<file path="config.mk">
export PLATFORM = sky130hd
export DESIGN_NAME = kbc_top
export DESIGN_NICKNAME = d
export VERILOG_FILES = /design/src/logic/kbc_pkg.sv /design/src/logic/kbc_top.sv /design/src/logic/kbc_output.sv /design/src/logic/kbc_cmd.sv /design/src/logic/ps2_rx.sv /design/src/logic/kbc_fifo.sv
export SDC_FILE = /design/constraint.sdc
export NUM_CORES = 1
export LEC_CHECK = 0
export ABC_AREA = 1
export BUFFER_PORTS_ARGS = -buffer_cell sky130_fd_sc_hd__buf_4
export CELL_PAD_IN_SITES_DETAIL_PLACEMENT = 2
export CELL_PAD_IN_SITES_GLOBAL_PLACEMENT = 2
export CORE_UTILIZATION = 38
export DETAILED_ROUTE_END_ITERATION = 16
export PLACE_DENSITY = 0.82
export SYNTH_ARGS = -nofsm -noshare
export SYNTH_HDL_FRONTEND = slang
export SYNTH_HIERARCHICAL = 1
export SYNTH_SLANG_ARGS = --single-unit
</file>
<file path="constraint.sdc">
create_clock -name clk -period 2.5 [get_ports clk]
set_input_delay 0.5 -clock clk [delete_from_list [all_inputs] [get_ports clk]]
set_output_delay 0.5 -clock clk [all_outputs]
set_load 0.01 [all_outputs]
</file>
<file path="src/logic/kbc_pkg.sv">
// ------------------------------
// shared types and sizing for the keyboard controller
// fifo depth must stay a power of two
// ------------------------------
`default_nettype none

package kbc_pkg;

    // ------------------------------
    // sizing and port map
    // ------------------------------
    localparam int kbc_fifo_depth = 64;
    localparam int kbc_fifo_aw    = 6;
    localparam logic [kbc_fifo_aw:0] kbc_fifo_high_water = 7'd60;  // inhibit and hold replies
    localparam int kbc_clk_window = 16;                              // edge filter history

    localparam logic [2:0] kbc_addr_data = 3'd0;
    localparam logic [2:0] kbc_addr_cmd  = 3'd4;   // command on write, status on read

    localparam logic [7:0] kbc_self_test_ok = 8'h55;

    // ------------------------------
    // structs
    // ------------------------------
    typedef struct packed {
        logic       rd;
        logic       wr;
        logic [2:0] addr;
        logic [7:0] wdata;
    } kbc_bus_t;

    typedef struct packed {
        logic disable_kb;
        logic system_flag;
        logic allow_irq;
        logic cmd_last;     // last host write hit the command port
        logic a20;
    } kbc_cfg_t;

    typedef struct packed {
        logic       valid;
        logic [7:0] data;
    } kbc_byte_t;

    // ------------------------------
    // enums
    // ------------------------------
    typedef enum logic [7:0] {
        OP_READ_CMD     = 8'h20,
        OP_WRITE_CMD    = 8'h60,
        OP_SELF_TEST    = 8'hAA,
        OP_IF_TEST      = 8'hAB,
        OP_KB_DISABLE   = 8'hAD,
        OP_KB_ENABLE    = 8'hAE,
        OP_WRITE_KB_OUT = 8'hD2,
        OP_A20_OFF      = 8'hDD,
        OP_A20_ON       = 8'hDF
    } kbc_opcode_e;

    typedef enum logic [2:0] {
        RX_IDLE,
        RX_INHIBIT,
        RX_BITS,
        RX_WAIT_STOP,
        RX_WAIT_IDLE
    } rx_state_e;

endpackage

`default_nettype wire
</file>
<file path="src/logic/kbc_top.sv">
// ------------------------------
// keyboard channel only; bus strobes are single cycle
// ------------------------------
`timescale 1ns/1ps
`default_nettype none

module kbc_top
    import kbc_pkg::*;
(
    input  logic       clk,
    input  logic       rst_n,
    input  kbc_bus_t   bus,
    output logic [7:0] rdata,
    output logic       irq_keyb,
    output logic       a20_enable,
    input  logic       ps2_kbclk,
    input  logic       ps2_kbdat,
    output logic       ps2_kbclk_out
);

    kbc_cfg_t  cfg;
    kbc_byte_t rx_byte;
    kbc_byte_t reply;
    logic      rx_parity_err;
    logic      fifo_clear;
    logic      fifo_high;

    ps2_rx u_rx (
        .clk           (clk),
        .rst_n         (rst_n),
        .ps2_kbclk     (ps2_kbclk),
        .ps2_kbdat     (ps2_kbdat),
        .cfg           (cfg),
        .fifo_high     (fifo_high),
        .ps2_kbclk_out (ps2_kbclk_out),
        .rx_byte       (rx_byte),
        .rx_parity_err (rx_parity_err)
    );

    kbc_cmd u_cmd (
        .clk        (clk),
        .rst_n      (rst_n),
        .bus        (bus),
        .cfg        (cfg),
        .a20_enable (a20_enable),
        .reply      (reply),
        .fifo_clear (fifo_clear)
    );

    kbc_output u_out (
        .clk           (clk),
        .rst_n         (rst_n),
        .bus           (bus),
        .cfg           (cfg),
        .rx_byte       (rx_byte),
        .rx_parity_err (rx_parity_err),
        .reply         (reply),
        .fifo_clear    (fifo_clear),
        .fifo_high     (fifo_high),
        .rdata         (rdata),
        .irq_keyb      (irq_keyb)
    );

endmodule

`default_nettype wire

</file>
<file path="src/logic/kbc_output.sv">
// ------------------------------
// one held reply only; a newer reply overwrites it
// ------------------------------
`timescale 1ns/1ps
`default_nettype none

module kbc_output
    import kbc_pkg::*;
(
    input  logic      clk,
    input  logic      rst_n,
    input  kbc_bus_t  bus,
    input  kbc_cfg_t  cfg,
    input  kbc_byte_t rx_byte,
    input  logic      rx_parity_err,
    input  kbc_byte_t reply,
    input  logic      fifo_clear,
    output logic      fifo_high,
    output logic [7:0] rdata,
    output logic      irq_keyb
);

    logic                 status_rd;
    logic                 data_rd;
    logic                 held_valid;
    logic [7:0]           held_data;
    logic                 reply_avail;
    logic                 reply_go;
    logic                 wr_valid;
    logic [7:0]           wr_data;
    logic                 parity_err;
    logic [7:0]           status;
    logic [7:0]           last_q;
    logic [7:0]           fifo_q;
    logic                 fifo_empty;
    logic [kbc_fifo_aw:0] fifo_count;

    assign status_rd   = bus.rd && (bus.addr == kbc_addr_cmd);
    assign data_rd     = bus.rd && (bus.addr == kbc_addr_data);
    assign fifo_high   = (fifo_count >= kbc_fifo_high_water);
    assign reply_avail = reply.valid || held_valid;
    assign reply_go    = reply_avail && !rx_byte.valid && !fifo_high;   // receiver goes first

    // ------------------------------
    // fifo write staging
    // ------------------------------
    always_ff @(posedge clk) begin
        if (!rst_n) begin
            wr_valid   <= 1'b0;
            held_valid <= 1'b0;
        end else begin
            wr_valid   <= !fifo_clear && (rx_byte.valid || reply_go);   // self test flushes
            held_valid <= reply_avail && !reply_go;
        end
    end

    always_ff @(posedge clk) begin
        if (rx_byte.valid) begin
            wr_data <= rx_byte.data;
        end else if (reply.valid) begin
            wr_data <= reply.data;
        end else begin
            wr_data <= held_data;
        end
        if (reply.valid) held_data <= reply.data;
    end

    kbc_fifo u_fifo (
        .clk   (clk),
        .rst_n (rst_n),
        .clear (fifo_clear),
        .wr    (wr_valid),
        .wdata (wr_data),
        .rd    (data_rd),
        .q     (fifo_q),
        .empty (fifo_empty),
        .count (fifo_count)
    );

    // ------------------------------
    // status and host reads
    // ------------------------------
    always_ff @(posedge clk) begin
        if (!rst_n) begin
            parity_err <= 1'b0;
        end else if (rx_parity_err) begin
            parity_err <= 1'b1;
        end else if (status_rd) begin
            parity_err <= 1'b0;
        end
    end

    assign status = {parity_err, 2'b00, 1'b1, cfg.cmd_last, cfg.system_flag, 1'b0, !fifo_empty};

    always_ff @(posedge clk) begin
        if (!rst_n) begin
            rdata    <= 8'h00;
            last_q   <= 8'h00;
            irq_keyb <= 1'b0;
        end else begin
            if (status_rd) begin
                rdata <= status;
            end else if (data_rd) begin
                rdata <= fifo_empty ? last_q : fifo_q;   // empty read repeats last byte
            end
            if (data_rd && !fifo_empty) last_q <= fifo_q;
            irq_keyb <= cfg.allow_irq && !fifo_empty && !data_rd;   // drops for one cycle per read
        end
    end

endmodule

`default_nettype wire

</file>
<file path="src/logic/kbc_cmd.sv">
// ------------------------------
// data port writes without a pending parameter are ignored
// ------------------------------
`timescale 1ns/1ps
`default_nettype none

module kbc_cmd
    import kbc_pkg::*;
(
    input  logic      clk,
    input  logic      rst_n,
    input  kbc_bus_t  bus,
    output kbc_cfg_t  cfg,
    output logic      a20_enable,
    output kbc_byte_t reply,
    output logic      fifo_clear
);

    logic        cmd_wr;
    logic        data_wr;
    logic        param_wr;
    logic        param_pending;
    kbc_opcode_e opcode;
    kbc_opcode_e param_op;
    logic        reply_cmd;
    logic [7:0]  cmd_image;
    logic        reply_valid;
    logic [7:0]  reply_data;

    assign cmd_wr    = bus.wr && (bus.addr == kbc_addr_cmd);
    assign data_wr   = bus.wr && (bus.addr == kbc_addr_data);
    assign opcode    = kbc_opcode_e'(bus.wdata);
    assign param_wr  = data_wr && param_pending;
    assign reply_cmd = cmd_wr && (opcode == OP_READ_CMD || opcode == OP_SELF_TEST ||
                                  opcode == OP_IF_TEST);

    // bit 6 translate and bit 5 mouse are not kept
    assign cmd_image  = {3'b000, cfg.disable_kb, 1'b0, cfg.system_flag, 1'b0, cfg.allow_irq};
    assign fifo_clear = cmd_wr && (opcode == OP_SELF_TEST);   // one cycle ahead of the reply
    assign a20_enable = cfg.a20;

    // ------------------------------
    // parameter tracking
    // ------------------------------
    always_ff @(posedge clk) begin
        if (!rst_n) begin
            param_pending <= 1'b0;
            param_op      <= OP_WRITE_CMD;
        end else if (cmd_wr) begin
            param_pending <= (opcode == OP_WRITE_CMD) || (opcode == OP_WRITE_KB_OUT);
            param_op      <= opcode;                 // also cancels a pending one
        end else if (data_wr) begin
            param_pending <= 1'b0;
        end
    end

    // ------------------------------
    // command byte and a20
    // ------------------------------
    always_ff @(posedge clk) begin
        if (!rst_n) begin
            cfg.disable_kb  <= 1'b0;
            cfg.system_flag <= 1'b0;
            cfg.allow_irq   <= 1'b1;
            cfg.cmd_last    <= 1'b1;
            cfg.a20         <= 1'b1;
        end else begin
            if (cmd_wr) begin
                cfg.cmd_last <= 1'b1;
            end else if (data_wr) begin
                cfg.cmd_last <= 1'b0;
            end

            if (param_wr && param_op == OP_WRITE_CMD) begin
                cfg.disable_kb  <= bus.wdata[4];
                cfg.system_flag <= bus.wdata[2];
                cfg.allow_irq   <= bus.wdata[0];
            end

            if (cmd_wr) begin
                case (opcode)
                    OP_SELF_TEST:  cfg.system_flag <= 1'b1;
                    OP_KB_DISABLE: cfg.disable_kb  <= 1'b1;
                    OP_KB_ENABLE:  cfg.disable_kb  <= 1'b0;
                    OP_A20_OFF:    cfg.a20         <= 1'b0;
                    OP_A20_ON:     cfg.a20         <= 1'b1;
                    default:       ;
                endcase
            end
        end
    end

    // ------------------------------
    // replies
    // ------------------------------
    always_ff @(posedge clk) begin
        if (!rst_n) begin
            reply_valid <= 1'b0;
        end else begin
            reply_valid <= reply_cmd || (param_wr && param_op == OP_WRITE_KB_OUT);
        end
    end

    always_ff @(posedge clk) begin
        if (param_wr) begin
            reply_data <= bus.wdata;                 // d2 echoes its parameter
        end else if (cmd_wr) begin
            case (opcode)
                OP_READ_CMD:  reply_data <= cmd_image;
                OP_SELF_TEST: reply_data <= kbc_self_test_ok;
                OP_IF_TEST:   reply_data <= 8'h00;   // no clock or data faults
                default:      ;
            endcase
        end
    end

    assign reply.valid = reply_valid;
    assign reply.data  = reply_data;

endmodule

`default_nettype wire

</file>
<file path="src/logic/ps2_rx.sv">
// ------------------------------
// keyboard to host frames only; no timeout, a stuck frame waits for the lines
// ------------------------------
`timescale 1ns/1ps
`default_nettype none

module ps2_rx
    import kbc_pkg::*;
(
    input  logic      clk,
    input  logic      rst_n,
    input  logic      ps2_kbclk,
    input  logic      ps2_kbdat,
    input  kbc_cfg_t  cfg,
    input  logic      fifo_high,
    output logic      ps2_kbclk_out,
    output kbc_byte_t rx_byte,
    output logic      rx_parity_err
);

    logic                      kbclk_s;
    logic                      kbdat_s;
    logic [kbc_clk_window-1:0] clk_hist;
    logic                      edge_wait;
    logic                      fall_edge;
    rx_state_e                 state;
    logic [3:0]                bit_cnt;
    logic                      parity;
    logic                      parity_ok;
    logic [7:0]                shift;
    logic                      inhibit_req;
    logic                      frame_done;

    // ------------------------------
    // synchronizer and edge filter
    // ------------------------------
    always_ff @(posedge clk) begin
        if (!rst_n) begin
            kbclk_s <= 1'b1;
            kbdat_s <= 1'b1;
        end else begin
            kbclk_s <= ps2_kbclk;
            kbdat_s <= ps2_kbdat;
        end
    end

    always_ff @(posedge clk) begin
        if (!rst_n) begin
            clk_hist  <= '1;
            edge_wait <= 1'b0;
            fall_edge <= 1'b0;
        end else begin
            clk_hist  <= {clk_hist[kbc_clk_window-2:0], kbclk_s};
            fall_edge <= 1'b0;
            if (!edge_wait && (&clk_hist[kbc_clk_window-1 -: 4]) && !(|clk_hist[3:0])) begin
                fall_edge <= 1'b1;
                edge_wait <= 1'b1;                   // one edge per low phase
            end else if (edge_wait && !(|clk_hist)) begin
                edge_wait <= 1'b0;                   // line low long enough, re-arm
            end
        end
    end

    // ------------------------------
    // frame fsm
    // ------------------------------
    assign inhibit_req = cfg.disable_kb | fifo_high;
    assign frame_done  = (state == RX_WAIT_IDLE) && kbclk_s && kbdat_s;

    always_ff @(posedge clk) begin
        if (!rst_n) begin
            state     <= RX_IDLE;
            bit_cnt   <= 4'd0;
            parity    <= 1'b0;
            parity_ok <= 1'b0;
        end else begin
            case (state)
                RX_IDLE: begin
                    if (inhibit_req) begin
                        state <= RX_INHIBIT;
                    end else if (fall_edge && !kbdat_s) begin   // start bit
                        state   <= RX_BITS;
                        bit_cnt <= 4'd0;
                        parity  <= 1'b0;
                    end
                end
                RX_INHIBIT: begin
                    if (!inhibit_req) state <= RX_IDLE;
                end
                RX_BITS: begin
                    if (fall_edge) begin
                        if (bit_cnt == 4'd8) begin
                            parity_ok <= parity ^ kbdat_s;      // odd parity over 9 bits
                            state     <= RX_WAIT_STOP;
                        end else begin
                            parity  <= parity ^ kbdat_s;
                            bit_cnt <= bit_cnt + 4'd1;
                        end
                    end
                end
                RX_WAIT_STOP: begin
                    if (fall_edge && kbdat_s) state <= RX_WAIT_IDLE;
                end
                RX_WAIT_IDLE: begin
                    if (kbclk_s && kbdat_s) state <= RX_IDLE;
                end
                default: state <= RX_IDLE;
            endcase
        end
    end

    always_ff @(posedge clk) begin
        if (state == RX_BITS && fall_edge && bit_cnt != 4'd8) begin
            shift <= {kbdat_s, shift[7:1]};                     // lsb first
        end
    end

    assign rx_byte.valid  = frame_done && parity_ok;
    assign rx_byte.data   = shift;
    assign rx_parity_err  = frame_done && !parity_ok;
    assign ps2_kbclk_out  = !((state == RX_INHIBIT) && inhibit_req);   // 0 pulls clock low

endmodule

`default_nettype wire

</file>
<file path="src/logic/kbc_fifo.sv">
// ------------------------------
// show-ahead byte fifo; overflow writes and underflow reads are dropped
// ------------------------------
`timescale 1ns/1ps
`default_nettype none

module kbc_fifo
    import kbc_pkg::*;
(
    input  logic                 clk,
    input  logic                 rst_n,
    input  logic                 clear,
    input  logic                 wr,
    input  logic [7:0]           wdata,
    input  logic                 rd,
    output logic [7:0]           q,
    output logic                 empty,
    output logic [kbc_fifo_aw:0] count
);

    logic [7:0]             mem [kbc_fifo_depth];
    logic [kbc_fifo_aw-1:0] wr_ptr;
    logic [kbc_fifo_aw-1:0] rd_ptr;
    logic                   full;
    logic                   do_wr;
    logic                   do_rd;

    assign full  = count[kbc_fifo_aw];     // count == depth
    assign empty = (count == '0);
    assign do_wr = wr && !full;
    assign do_rd = rd && !empty;
    assign q     = mem[rd_ptr];

    always_ff @(posedge clk) begin
        if (do_wr) mem[wr_ptr] <= wdata;
    end

    always_ff @(posedge clk) begin
        if (!rst_n || clear) begin
            wr_ptr <= '0;
            rd_ptr <= '0;
            count  <= '0;
        end else begin
            if (do_wr) wr_ptr <= wr_ptr + 1'b1;   // wraps
            if (do_rd) rd_ptr <= rd_ptr + 1'b1;
            case ({do_wr, do_rd})
                2'b10:   count <= count + 1'b1;
                2'b01:   count <= count - 1'b1;
                default: count <= count;
            endcase
        end
    end

endmodule

`default_nettype wire

</file>
==> results.tsv, run 1 <==
stage	metric	value	unit
global_route	grt_pass1_wl	141	mm
layout	final_nets	2649	
setup_path	critPathCaptureType	flip-flop	
clock_tree	htree_num_levels	3	
sta	fmax	0.392	GHz
power_and_ir_drop	ir_worst_vdd	0.474	mV
layout	n_antenna_cell	0	
place	gp_congestion	0.835	
sta	setup_violations	2	
floorplanning	die-area	0.0706	mm²
sta	relSlewSlack	0.529	
sta	hold_viol	0	
sta	fin_crit_sh	1.02	
setup_path	startpoint_type	flip-flop	
synthesis	syn-num-nets	2531	
detailed_routing	dr.pass1.iters	5	
detailed_routing	wl_per_cell	26.8	µm
power_and_ir_drop	power	22.6	mW
floorplanning	die_h	266	µm
clock_tree	clock-sinks	633	
layout	multi_input_area	0.00730	mm²
floorplanning	die_w	266	µm
floorplanning	start_util	0.385	
clock_tree	clk_latency	0.63	ns
setup_path	worstSetupPathType	reg -> reg	
layout	register_area	0.0180	mm²
sta	fin_skew	0.0329	ns
floorplanning	ios	28	
power_and_ir_drop	p_per_area	731	mW/mm²
detailed_routing	avgViaCountPerCell	5.60	
sta	fin_crit	2.55	ns
layout	design_area	0.0309	mm²
detailed_routing	drtIter0Drc	1670	
power_and_ir_drop	p_leak	11.7	nW
sta	tightest_slew	0.706	ns
worst_hold_path	min_path_type	in -> reg	
layout	area_delta_synth_final	17.1	%
floorplanning	rows	96	
setup_path	required	3.05	ns
detailed_routing	drc	0	
synthesis	synthCells	2507	
clock_tree	cts_root_buffer	clkbuf_16	
synthesis	ys_warn_count	6	
global_route	grt_overflow	0	
status	outcome	finished, violations left	
global_route	grt_pass1_vias	22342	
clock_tree	clkTransAtPathRegs	0.07	ns
sta	whs	0.0708	ns
clock_tree	cts_tree	done	
detailed_routing	wirelength	96.8	mm
sta	fin_ws	-0.0485	ns
global_route	grt_max_degree	74	
status	violations	negative setup slack	
clock_tree	cts_made_buffers	71	
place	post-place-ws	-0.0494	ns
layout	drive_above_1_share	0.130	
floorplanning	design.core.area	0.0687	mm²
place	placed_cell_area	0.0282	mm²
synthesis	syn_area	0.0264	mm²
clock_tree	holdBufCountCts	0	
run	drv_cap	0	
global_route	antenna_found_initial	2	
sta	final_max_slew_viol_count	0	
synthesis	avgSynthCellArea	10.5	µm²
place	port_buffers	27	
detailed_routing	vias	20233	
clock_tree	cts_buffer_depth	3	
place	hpwl	56.0	mm
setup_path	path_max_fanout	47	
global_route	track_usage	0.266	
setup_path	critPathArrivalTime	3.10	ns
detailed_routing	postRouteAntennaNets	0	
layout	fill_cells	7018	
sta	fin_tns_setup	-0.0600	ns
[worst max-delay path, cell delays in order (launching register included)]
cell	delay, ns
dfxtp_4	0.48
buf_16	0.17
buf_16	0.22
nand2_1	0.11
nand3_1	0.11
nand3_1	0.16
nand2_1	0.13
nand2_1	0.09
nand3_1	0.14
nand3_1	0.19
nand2_1	0.22
nand2_1	0.12
nand2_1	0.10
nand2_1	0.07
a21oi_1	0.13
[registers in the layout (all words and copies together), names as in the netlist, 3 cells and up, named ones only]
signal               flops
u_out/last_q             8
u_out/rdata              8
u_out/u_fifo/mem       512
u_cmd/reply_data         8
u_out/u_fifo/rd_ptr      6
u_cmd/cfg                4
u_out/u_fifo/count       7
u_rx/clk_hist           16
u_out/u_fifo/wr_ptr      6
u_rx/state               3
u_out/wr_data            8
u_cmd/param_op           8
u_out/held_data          8
u_rx/bit_cnt             4
u_rx/shift               8
[timing repair]
item | CTS | global route
pin swaps | 0 | 4
gates cloned | 0 | 5
setup buffers | 0 | 13
setup endpoints to repair | 7 | 17
hold endpoints to repair | 0 | 0
resized for setup | 5 | 26
[metal layers]
layer,vias to the layer above,share of wire,global-route usage
li1,8811,-,-
met1,10568,0.39,0.317
met2,611,0.52,0.480
met3,239,0.047,0.0388
met4,4,0.043,0.106
met5,-,0.00033,0
[placed cells by master (no fill, tap or decap), types with 4 or more instances in the layout]
| master | count |
|---|---|
| inv_6 | 5 |
| nand3_2 | 14 |
| buf_12 | 22 |
| nand2_2 | 12 |
| clkinv_1 | 12 |
| o211ai_1 | 5 |
| clkbuf_16 | 77 |
| nand3_1 | 474 |
| buf_4 | 135 |
| ha_1 | 6 |
| clkbuf_1 | 15 |
| nor2_1 | 134 |
| nor3_1 | 8 |
| clkinvlp_4 | 4 |
| edfxtp_1 | 528 |
| a31oi_1 | 9 |
| buf_16 | 5 |
| clkinv_2 | 10 |
| nor2_4 | 6 |
| nand2_1 | 842 |
| inv_1 | 104 |
| dfxtp_2 | 10 |
| nand4_1 | 14 |
| inv_2 | 6 |
| clkbuf_8 | 6 |
| bufinv_16 | 6 |
| dfxtp_1 | 93 |
| o21ai_0 | 24 |
| or2_2 | 11 |
| a21oi_1 | 45 |
| xnor2_1 | 4 |
[worst paths after layout]
path | from | slack, ns | end | depth (start not counted)
worst min-delay path | ps2_kbdat | 0.07 | u_rx/kbdat_s | 2
worst min register to register | u_rx/clk_hist[10] | 0.42 | u_rx/clk_hist[11] | 2
worst max-delay path | flip-flop | -0.05 | u_out/rdata[6] | 14
worst max register to register | flip-flop | -0.05 | u_out/rdata[6] | 14
[layout make-up]
class	instances	area share
Multi-Input combinational cell	1636	0.236
Sequential cell	633	0.581
Tap cell	931	0.0376
Timing Repair inverter	2	0.000566
Clock inverter	36	0.0114
Inverter	114	0.0144
Clock buffer	95	0.0643
Timing Repair Buffer	167	0.0546
[power by group]
group | switching [mW] | internal, mW
Clock | 4.50 | 6.24
Combinational | 0.341 | 0.144
Sequential | 0.0456 | 11.3
[through the flow]
step,cells,util
2_1_floorplan,2507,-
3_3_place_gp,3465,0.411
3_5_place_dp,3465,0.411
4_1_cts,3596,0.446
5_1_grt,3614,0.450
6_report,3614,0.450
Power figures use the tool's default switching activity.
==> run 2: changes to the inputs <==
- ABC_CLOCK_PERIOD_IN_PS: not set -> 2500
- BUFFER_PORTS_ARGS: -buffer_cell sky130_fd_sc_hd__buf_4 -> not set
- CORE_UTILIZATION: 38 -> 39
- DONT_BUFFER_PORTS: not set -> 1
- GPL_TIMING_DRIVEN: not set -> 0
- PLACE_DENSITY: 0.82 -> 0.83
==> results.tsv, run 2 (synthesis results as in run 1) <==
stage	metric	value	unit	change
power_and_ir_drop	p_leak	11.4	nW	was 11.7 nW
power_and_ir_drop	ir_worst_vdd	0.436	mV	was 0.474 mV
clock_tree	clock-sinks	633		unchanged
sta	rsz0062_at_grt	true		
clock_tree	cts_made_buffers	73		was 71
sta	hold_viol	0		unchanged
setup_path	critPathCaptureType	flip-flop		unchanged
power_and_ir_drop	p_per_area	728	mW/mm²	was 731 mW/mm²
power_and_ir_drop	p_comb_frac	0.019		was 0.021
layout	regMostFlops	u_out/u_fifo/mem		unchanged
floorplanning	die_w	262	µm	was 266 µm
floorplanning	design.core.area	0.0672	mm²	was 0.0687 mm²
setup_path	crit_slowest_cell	nand3_2		was dfxtp_4
layout	instances_no_fill	3535		was 3614
clock_tree	htree_num_levels	3		unchanged
run	drv_cap	0		unchanged
place	placed_cell_area	0.0276	mm²	was 0.0282 mm²
global_route	grt_overflow	0		unchanged
setup_path	crit_chain	inv_1 -> nand2_1 -> inv_1 -> nand3_2 -> nor2_4		was buf_16 -> buf_16 -> nand2_1 -> nand3_1 -> nand3_1 -> nand2_1 -> nand2_1 -> nand3_1 -> nand3_1 -> nand2_1 -> nand2_1 -> nand2_1 -> nand2_1 -> a21oi_1
setup_path	crit_top_cell	inv_1		was nand2_1
layout	n_antenna_cell	0		unchanged
floorplanning	start_util	0.393		was 0.385
power_and_ir_drop	power.switching	5.06	mW	was 4.89 mW
detailed_routing	drtIter0Drc	2345		was 1670
power_and_ir_drop	clkPwrFrac	0.472		was 0.475
sta	fin_crit	2.75	ns	was 2.55 ns
layout	largestRegisters	u_out/u_fifo/mem x512, u_rx/clk_hist x16		unchanged
layout	final_nets	2629		was 2649
place	hpwl	67.2	mm	was 56.0 mm
layout	fill_cells	6766		was 7018
place	port_buffers	0		was 27
sta	final_max_slew_viol_count	0		unchanged
setup_path	ff2ff_setup_slack	-0.25	ns	was -0.05 ns
global_route	grt_max_degree	65		was 74
clock_tree	cts_tree	done		unchanged
clock_tree	clkTransAtPathRegs	0.07	ns	about the same
layout	area_delta_synth_final	16.6	%	was 17.1%
layout	final_cell_mix	nand2_1 (833), edfxtp_1 (528), nand3_1 (477)		was nand2_1 (842), edfxtp_1 (528), nand3_1 (474)
status	violations	negative setup slack		unchanged
place	dp.cells	3382		was 3465
sta	setup_violations	260		was 2
detailed_routing	wirelength	111	mm	was 96.8 mm
detailed_routing	vias	21101		was 20233
sta	fmax	0.364	GHz	was 0.392 GHz
setup_path	path_max_fanout	11		was 47
power_and_ir_drop	switching_share	0.226		was 0.216
detailed_routing	postRouteAntennaNets	0		unchanged
status	outcome	finished, violations left		unchanged
setup_path	critPathArrivalTime	2.98	ns	was 3.10 ns
floorplanning	rows	95		was 96
setup_path	cp_top_family	simple AND/OR/NAND/NOR gates		unchanged
setup_path	required	2.74	ns	was 3.05 ns
setup_path	critPathBufInv	2		unchanged
detailed_routing	wl_per_cell	31.4	µm	was 26.8 µm
floorplanning	die_h	262	µm	was 266 µm
detailed_routing	avgViaCountPerCell	5.97		was 5.60
layout	design_area	0.0308	mm²	was 0.0309 mm²
layout	drive_above_1_share	0.143		was 0.130
setup_path	worstSetupPathType	reg -> reg		unchanged
layout	largest_reg_flops	512		unchanged
sta	fin_skew	0.0311	ns	was 0.0329 ns
floorplanning	die-area	0.0688	mm²	was 0.0706 mm²
global_route	grt_pass1_vias	23158		was 22342
sta	fin_ws	-0.247	ns	was -0.0485 ns
clock_tree	clk_latency	0.62	ns	was 0.63 ns
worst_hold_path	min_path_type	in -> reg		unchanged
sta	whs	0.0332	ns	was 0.0708 ns
clock_tree	cts_buffer_depth	3		unchanged
place	gp_congestion	0.917		was 0.835
power_and_ir_drop	p_int	17.4	mW	was 17.7 mW
power_and_ir_drop	p_seq_frac	0.509		was 0.503
setup_path	startpoint_type	flip-flop		unchanged
sta	tightest_slew	1.14	ns	was 0.706 ns
global_route	track_usage	0.317		was 0.266
detailed_routing	drc	0		unchanged
clock_tree	cts_root_buffer	clkbuf_16		unchanged
global_route	antenna_found_initial	1		was 2
floorplanning	ios	28		unchanged
detailed_routing	dr.pass1.iters	6		was 5
sta	fin_crit_sh	1.10		was 1.02
setup_path	critPathMaxStageDelay	0.67	ns	was 0.48 ns
layout	layout_commonest_cell	nand2_1		unchanged
sta	relSlewSlack	0.235		was 0.529
global_route	grt_pass1_wl	160	mm	was 141 mm
run 2: per-stage QoR:
stage | total power [mW] | util | setup WS [ns] | setup TNS [ns]
6_report | 22.4 | 0.459 | -0.247 | -24.97
5_1_grt | 23.0 | 0.459 | -0.322 | -42.90
4_1_cts | 22.4 | 0.454 | -0.103 | -5.47
3_5_place_dp | 12.0 | 0.411 | -0.674 | -190.07
3_3_place_gp | 12.0 | 0.410 | -0.563 | -285.30
2_1_floorplan | 11.9 | - | 0.0686 | 0
run 2: worst paths after layout:
| check | from | end | cells after the start |
|---|---|---|---|
| worst min register to register | u_rx/clk_hist[9] | u_rx/clk_hist[10] | 2 |
| worst min-delay path | rst_n | u_out/irq_keyb | 2 |
| worst max register to register | u_out/u_fifo/count[6] | u_out/u_fifo/mem[51][0] | 5 |
| worst max-delay path | u_out/u_fifo/count[6] | u_out/u_fifo/mem[51][0] | 5 |
run 2: repair_timing:
action                                  4_1_cts  5_1_grt
hold buffers                                  3        0
gates resized for setup                     163       63
endpoints found under the setup margin      489      456
endpoints found under the hold margin         5        0
setup buffers                                10       10
pin swaps                                     6        6
cloned                                        0        2
run 2: per-layer routing:
metal / track usage / wire length, µm / share of wire
met5: 0 / 0 / 0
met4: 0.150 / 5760 / 0.052
met3: 0.0543 / 7900 / 0.071
met2: 0.551 / 55600 / 0.50
met1: 0.381 / 41900 / 0.38
run 2: worst register-to-register path, cell delays in order (launching register included):
cell	delay, ns
dfxtp_4	0.36
inv_1	0.10
nand2_1	0.26
inv_1	0.31
nand3_2	0.67
nor2_4	0.66
run 2: power by group through the flow:
stage	clock network (mW)	logic, mW	registers [mW]
finish	10.6	0.434	11.4
global route	11.1	0.474	11.4
CTS	10.5	0.412	11.4
detailed placement	0	0.397	11.6
global placement	0	0.360	11.7
floorplan	0	0.293	11.6
run 2: area by class of cell:
type	instances	area, µm²	share of cell area
sequential	633	18000	0.584
multi-input combinational	1636	7840	0.254
timing repair buffer	24	268	0.00869
inverter	114	447	0.0145
tap	873	1090	0.0354
clock buffer	97	2030	0.0659
timing repair inverter	1	8.76	0.000284
buffer	122	925	0.0300
clock inverter	35	221	0.00719
==> run 3: changes to the inputs <==
- HOLD_SLACK_MARGIN: not set -> 0.12
==> results.tsv, run 3 (synthesis results as in run 1) <==
stage	metric	value	unit	change
global_route	grt_overflow	0		unchanged
power_and_ir_drop	power	22.4	mW	about the same
detailed_routing	drc	0		unchanged
clock_tree	clkTransAtPathRegs	0.06	ns	was 0.07 ns
global_route	antenna_found_initial	0		was 1
clock_tree	cts_made_buffers	73		unchanged
setup_path	ff2ff_setup_slack	-0.19	ns	was -0.25 ns
sta	fin_ws	-0.192	ns	was -0.247 ns
detailed_routing	avgViaCountPerCell	5.97		about the same
sta	whs	0.158	ns	was 0.0332 ns
detailed_routing	vias	21155		was 21101
sta	setup_violations	149		was 260
sta	final_max_slew_viol_count	0		unchanged
global_route	grt_pass1_vias	23069		was 23158
layout	drive_above_1_share	0.144		was 0.143
setup_path	cp_top_family	simple AND/OR/NAND/NOR gates		unchanged
clock_tree	clock-sinks	633		unchanged
setup_path	crit_path_end	u_out/u_fifo/mem[49][5]		was u_out/u_fifo/mem[51][0]
sta	tightest_slew	1.22	ns	was 1.14 ns
sta	fin_tns_setup	-13.50	ns	was -24.97 ns
setup_path	critPathCaptureType	flip-flop		unchanged
layout	multi_input_area	0.00786	mm²	was 0.00784 mm²
setup_path	path_max_fanout	11		unchanged
setup_path	critPathArrivalTime	2.94	ns	was 2.98 ns
place	hpwl	67.2	mm	unchanged
floorplanning	die_h	262	µm	unchanged
layout	layout_commonest_cell	nand2_1		unchanged
setup_path	startpoint_type	flip-flop		unchanged
place	gp_congestion	0.917		unchanged
clock_tree	cts_tree	done		unchanged
detailed_routing	wl_per_cell	31.0	µm	was 31.4 µm
layout	final_cell_mix	nand2_1 (832), edfxtp_1 (528), nand3_1 (475)		was nand2_1 (833), edfxtp_1 (528), nand3_1 (477)
power_and_ir_drop	p_per_area	725	mW/mm²	was 728 mW/mm²
setup_path	cp.depth	5		unchanged
setup_path	worstSetupPathType	reg -> reg		unchanged
layout	register_area	0.0180	mm²	about the same
power_and_ir_drop	p_leak	11.5	nW	was 11.4 nW
layout	area_delta_synth_final	16.9	%	was 16.6%
floorplanning	rows	95		unchanged
floorplanning	design.core.area	0.0672	mm²	unchanged
status	violations	negative setup slack		unchanged
global_route	track_usage	0.315		was 0.317
power_and_ir_drop	ir_worst_vdd	0.433	mV	was 0.436 mV
sta	hold_viol	0		unchanged
clock_tree	cts_buffer_depth	3		unchanged
place	placed_cell_area	0.0276	mm²	unchanged
clock_tree	htree_num_levels	3		unchanged
layout	largestRegisters	u_out/u_fifo/mem x512, u_rx/clk_hist x16		unchanged
status	outcome	finished, violations left		unchanged
layout	final_nets	2637		was 2629
setup_path	cp-startpoint	u_out/u_fifo/count[6]		unchanged
sta	relSlewSlack	0.182		was 0.235
sta	fin_skew	0.0305	ns	was 0.0311 ns
floorplanning	start_util	0.393		unchanged
detailed_routing	postRouteAntennaNets	0		unchanged
setup_path	crit_top_cell	inv_1		unchanged
place	post-place-ws	-0.674	ns	unchanged
floorplanning	die_w	262	µm	unchanged
layout	n_antenna_cell	0		unchanged
sta	fin_crit_sh	1.08		was 1.10
detailed_routing	dr.pass1.iters	5		was 6
sta	fin_crit	2.69	ns	was 2.75 ns
sta	fmax	0.371	GHz	was 0.364 GHz
setup_path	crit_chain	inv_1 -> nand2_2 -> inv_1 -> nand3_2 -> nor2_4		was inv_1 -> nand2_1 -> inv_1 -> nand3_2 -> nor2_4
layout	regMostFlops	u_out/u_fifo/mem		unchanged
layout	largest_reg_flops	512		unchanged
clock_tree	cts_root_buffer	clkbuf_16		unchanged
global_route	grt_pass1_wl	159	mm	was 160 mm
place	port_buffers	0		unchanged
setup_path	required	2.75	ns	was 2.74 ns
layout	design_area	0.0309	mm²	was 0.0308 mm²
setup_path	crit_slowest_cell	nand3_2		unchanged
detailed_routing	wirelength	110	mm	was 111 mm
floorplanning	die-area	0.0688	mm²	unchanged
sta	rsz0062_at_grt	true		unchanged
setup_path	critPathMaxStageDelay	0.66	ns	was 0.67 ns
setup_path	reg2regPathDepth	5		unchanged
clock_tree	clk_latency	0.63	ns	was 0.62 ns
setup_path	critPathBufInv	2		unchanged
global_route	grt_max_degree	65		unchanged
worst_hold_path	min_path_type	in -> reg		unchanged
detailed_routing	drtIter0Drc	2138		was 2345
setup_path	r2r_end	u_out/u_fifo/mem[49][5]		was u_out/u_fifo/mem[51][0]
layout	fill_cells	6756		was 6766
setup_path	reg2reg_from	u_out/u_fifo/count[6]		unchanged
run	drv_cap	0		unchanged
floorplanning	ios	28		unchanged
## run 3: changes by cell type in the layout (fill, tap and decap cells not counted), sizes merged
cell and change:
clkbuf +1, clkinvlp -1, dlygate4sd3 +8
## run 3: worst reg2reg max path, delay by kind of cell, from the launching register on
| kind | cells | cell delay (ns) |
|---|---|---|
| buffers and inverters | 2 | 0.43 |
| DFF | 1 | 0.38 |
| and+or+nand+nor | 3 | 1.51 |
## run 3: worst min-delay path by stage
stage | depth (start not counted) | from | slack, ns | end
after floorplan | 2 | u_rx/clk_hist[10] | 0.39 | u_rx/clk_hist[11]
final | 2 | bus[1] | 0.16 | u_cmd/a20_enable
after CTS | 2 | bus[7] | 0.12 | u_cmd/param_op[7]
after global routing | 2 | bus[7] | 0.14 | u_cmd/param_op[7]
after detailed placement | 2 | u_rx/clk_hist[2] | 0.42 | u_rx/clk_hist[3]
after global placement | 2 | u_rx/clk_hist[1] | 0.40 | u_rx/clk_hist[2]
## run 3: where the power goes
group / switching, mW / internal (mW) / total [mW]
logic: 0.309 / 0.133 / 0.443
clock network: 4.62 / 5.92 / 10.5
registers: 0.0883 / 11.3 / 11.4
total: 5.02 / 17.4 / 22.4
## run 3: final cells by class
type                    instances  area share
multi-input cells            1636       0.254
well taps                     873      0.0354
clock buffers                  97      0.0658
clock inverters                35     0.00717
repair buffers                 33      0.0111
flip-flops and latches        633       0.582
inverters                     114      0.0143
plain buffers                 122      0.0298
## run 3: repair_timing
action / in CTS / in global routing
pin swaps: 6 / 10
endpoints found under the setup margin: 489 / 472
buffers inserted: 10 / 10
hold buffers: 11 / 0
endpoints found under the hold margin: 19 / 0
resized for setup: 163 / 67
## run 3: per-layer routing
| layer | global-route usage | routed length (µm) | vias up |
|---|---|---|---|
| met5 | 0 | 0 | - |
| met4 | 0.144 | 5180 | 0 |
| met3 | 0.0503 | 7290 | 301 |
| met2 | 0.546 | 54900 | 1025 |
| met1 | 0.386 | 42400 | 11025 |
| li1 | - | - | 8804 |
## run 3: per-stage QoR
step	std cells	util
global route	3543	0.460
global placement	3380	0.410
detailed placement	3382	0.411
floorplan	2507	-
CTS	3534	0.456
finish	3543	0.460
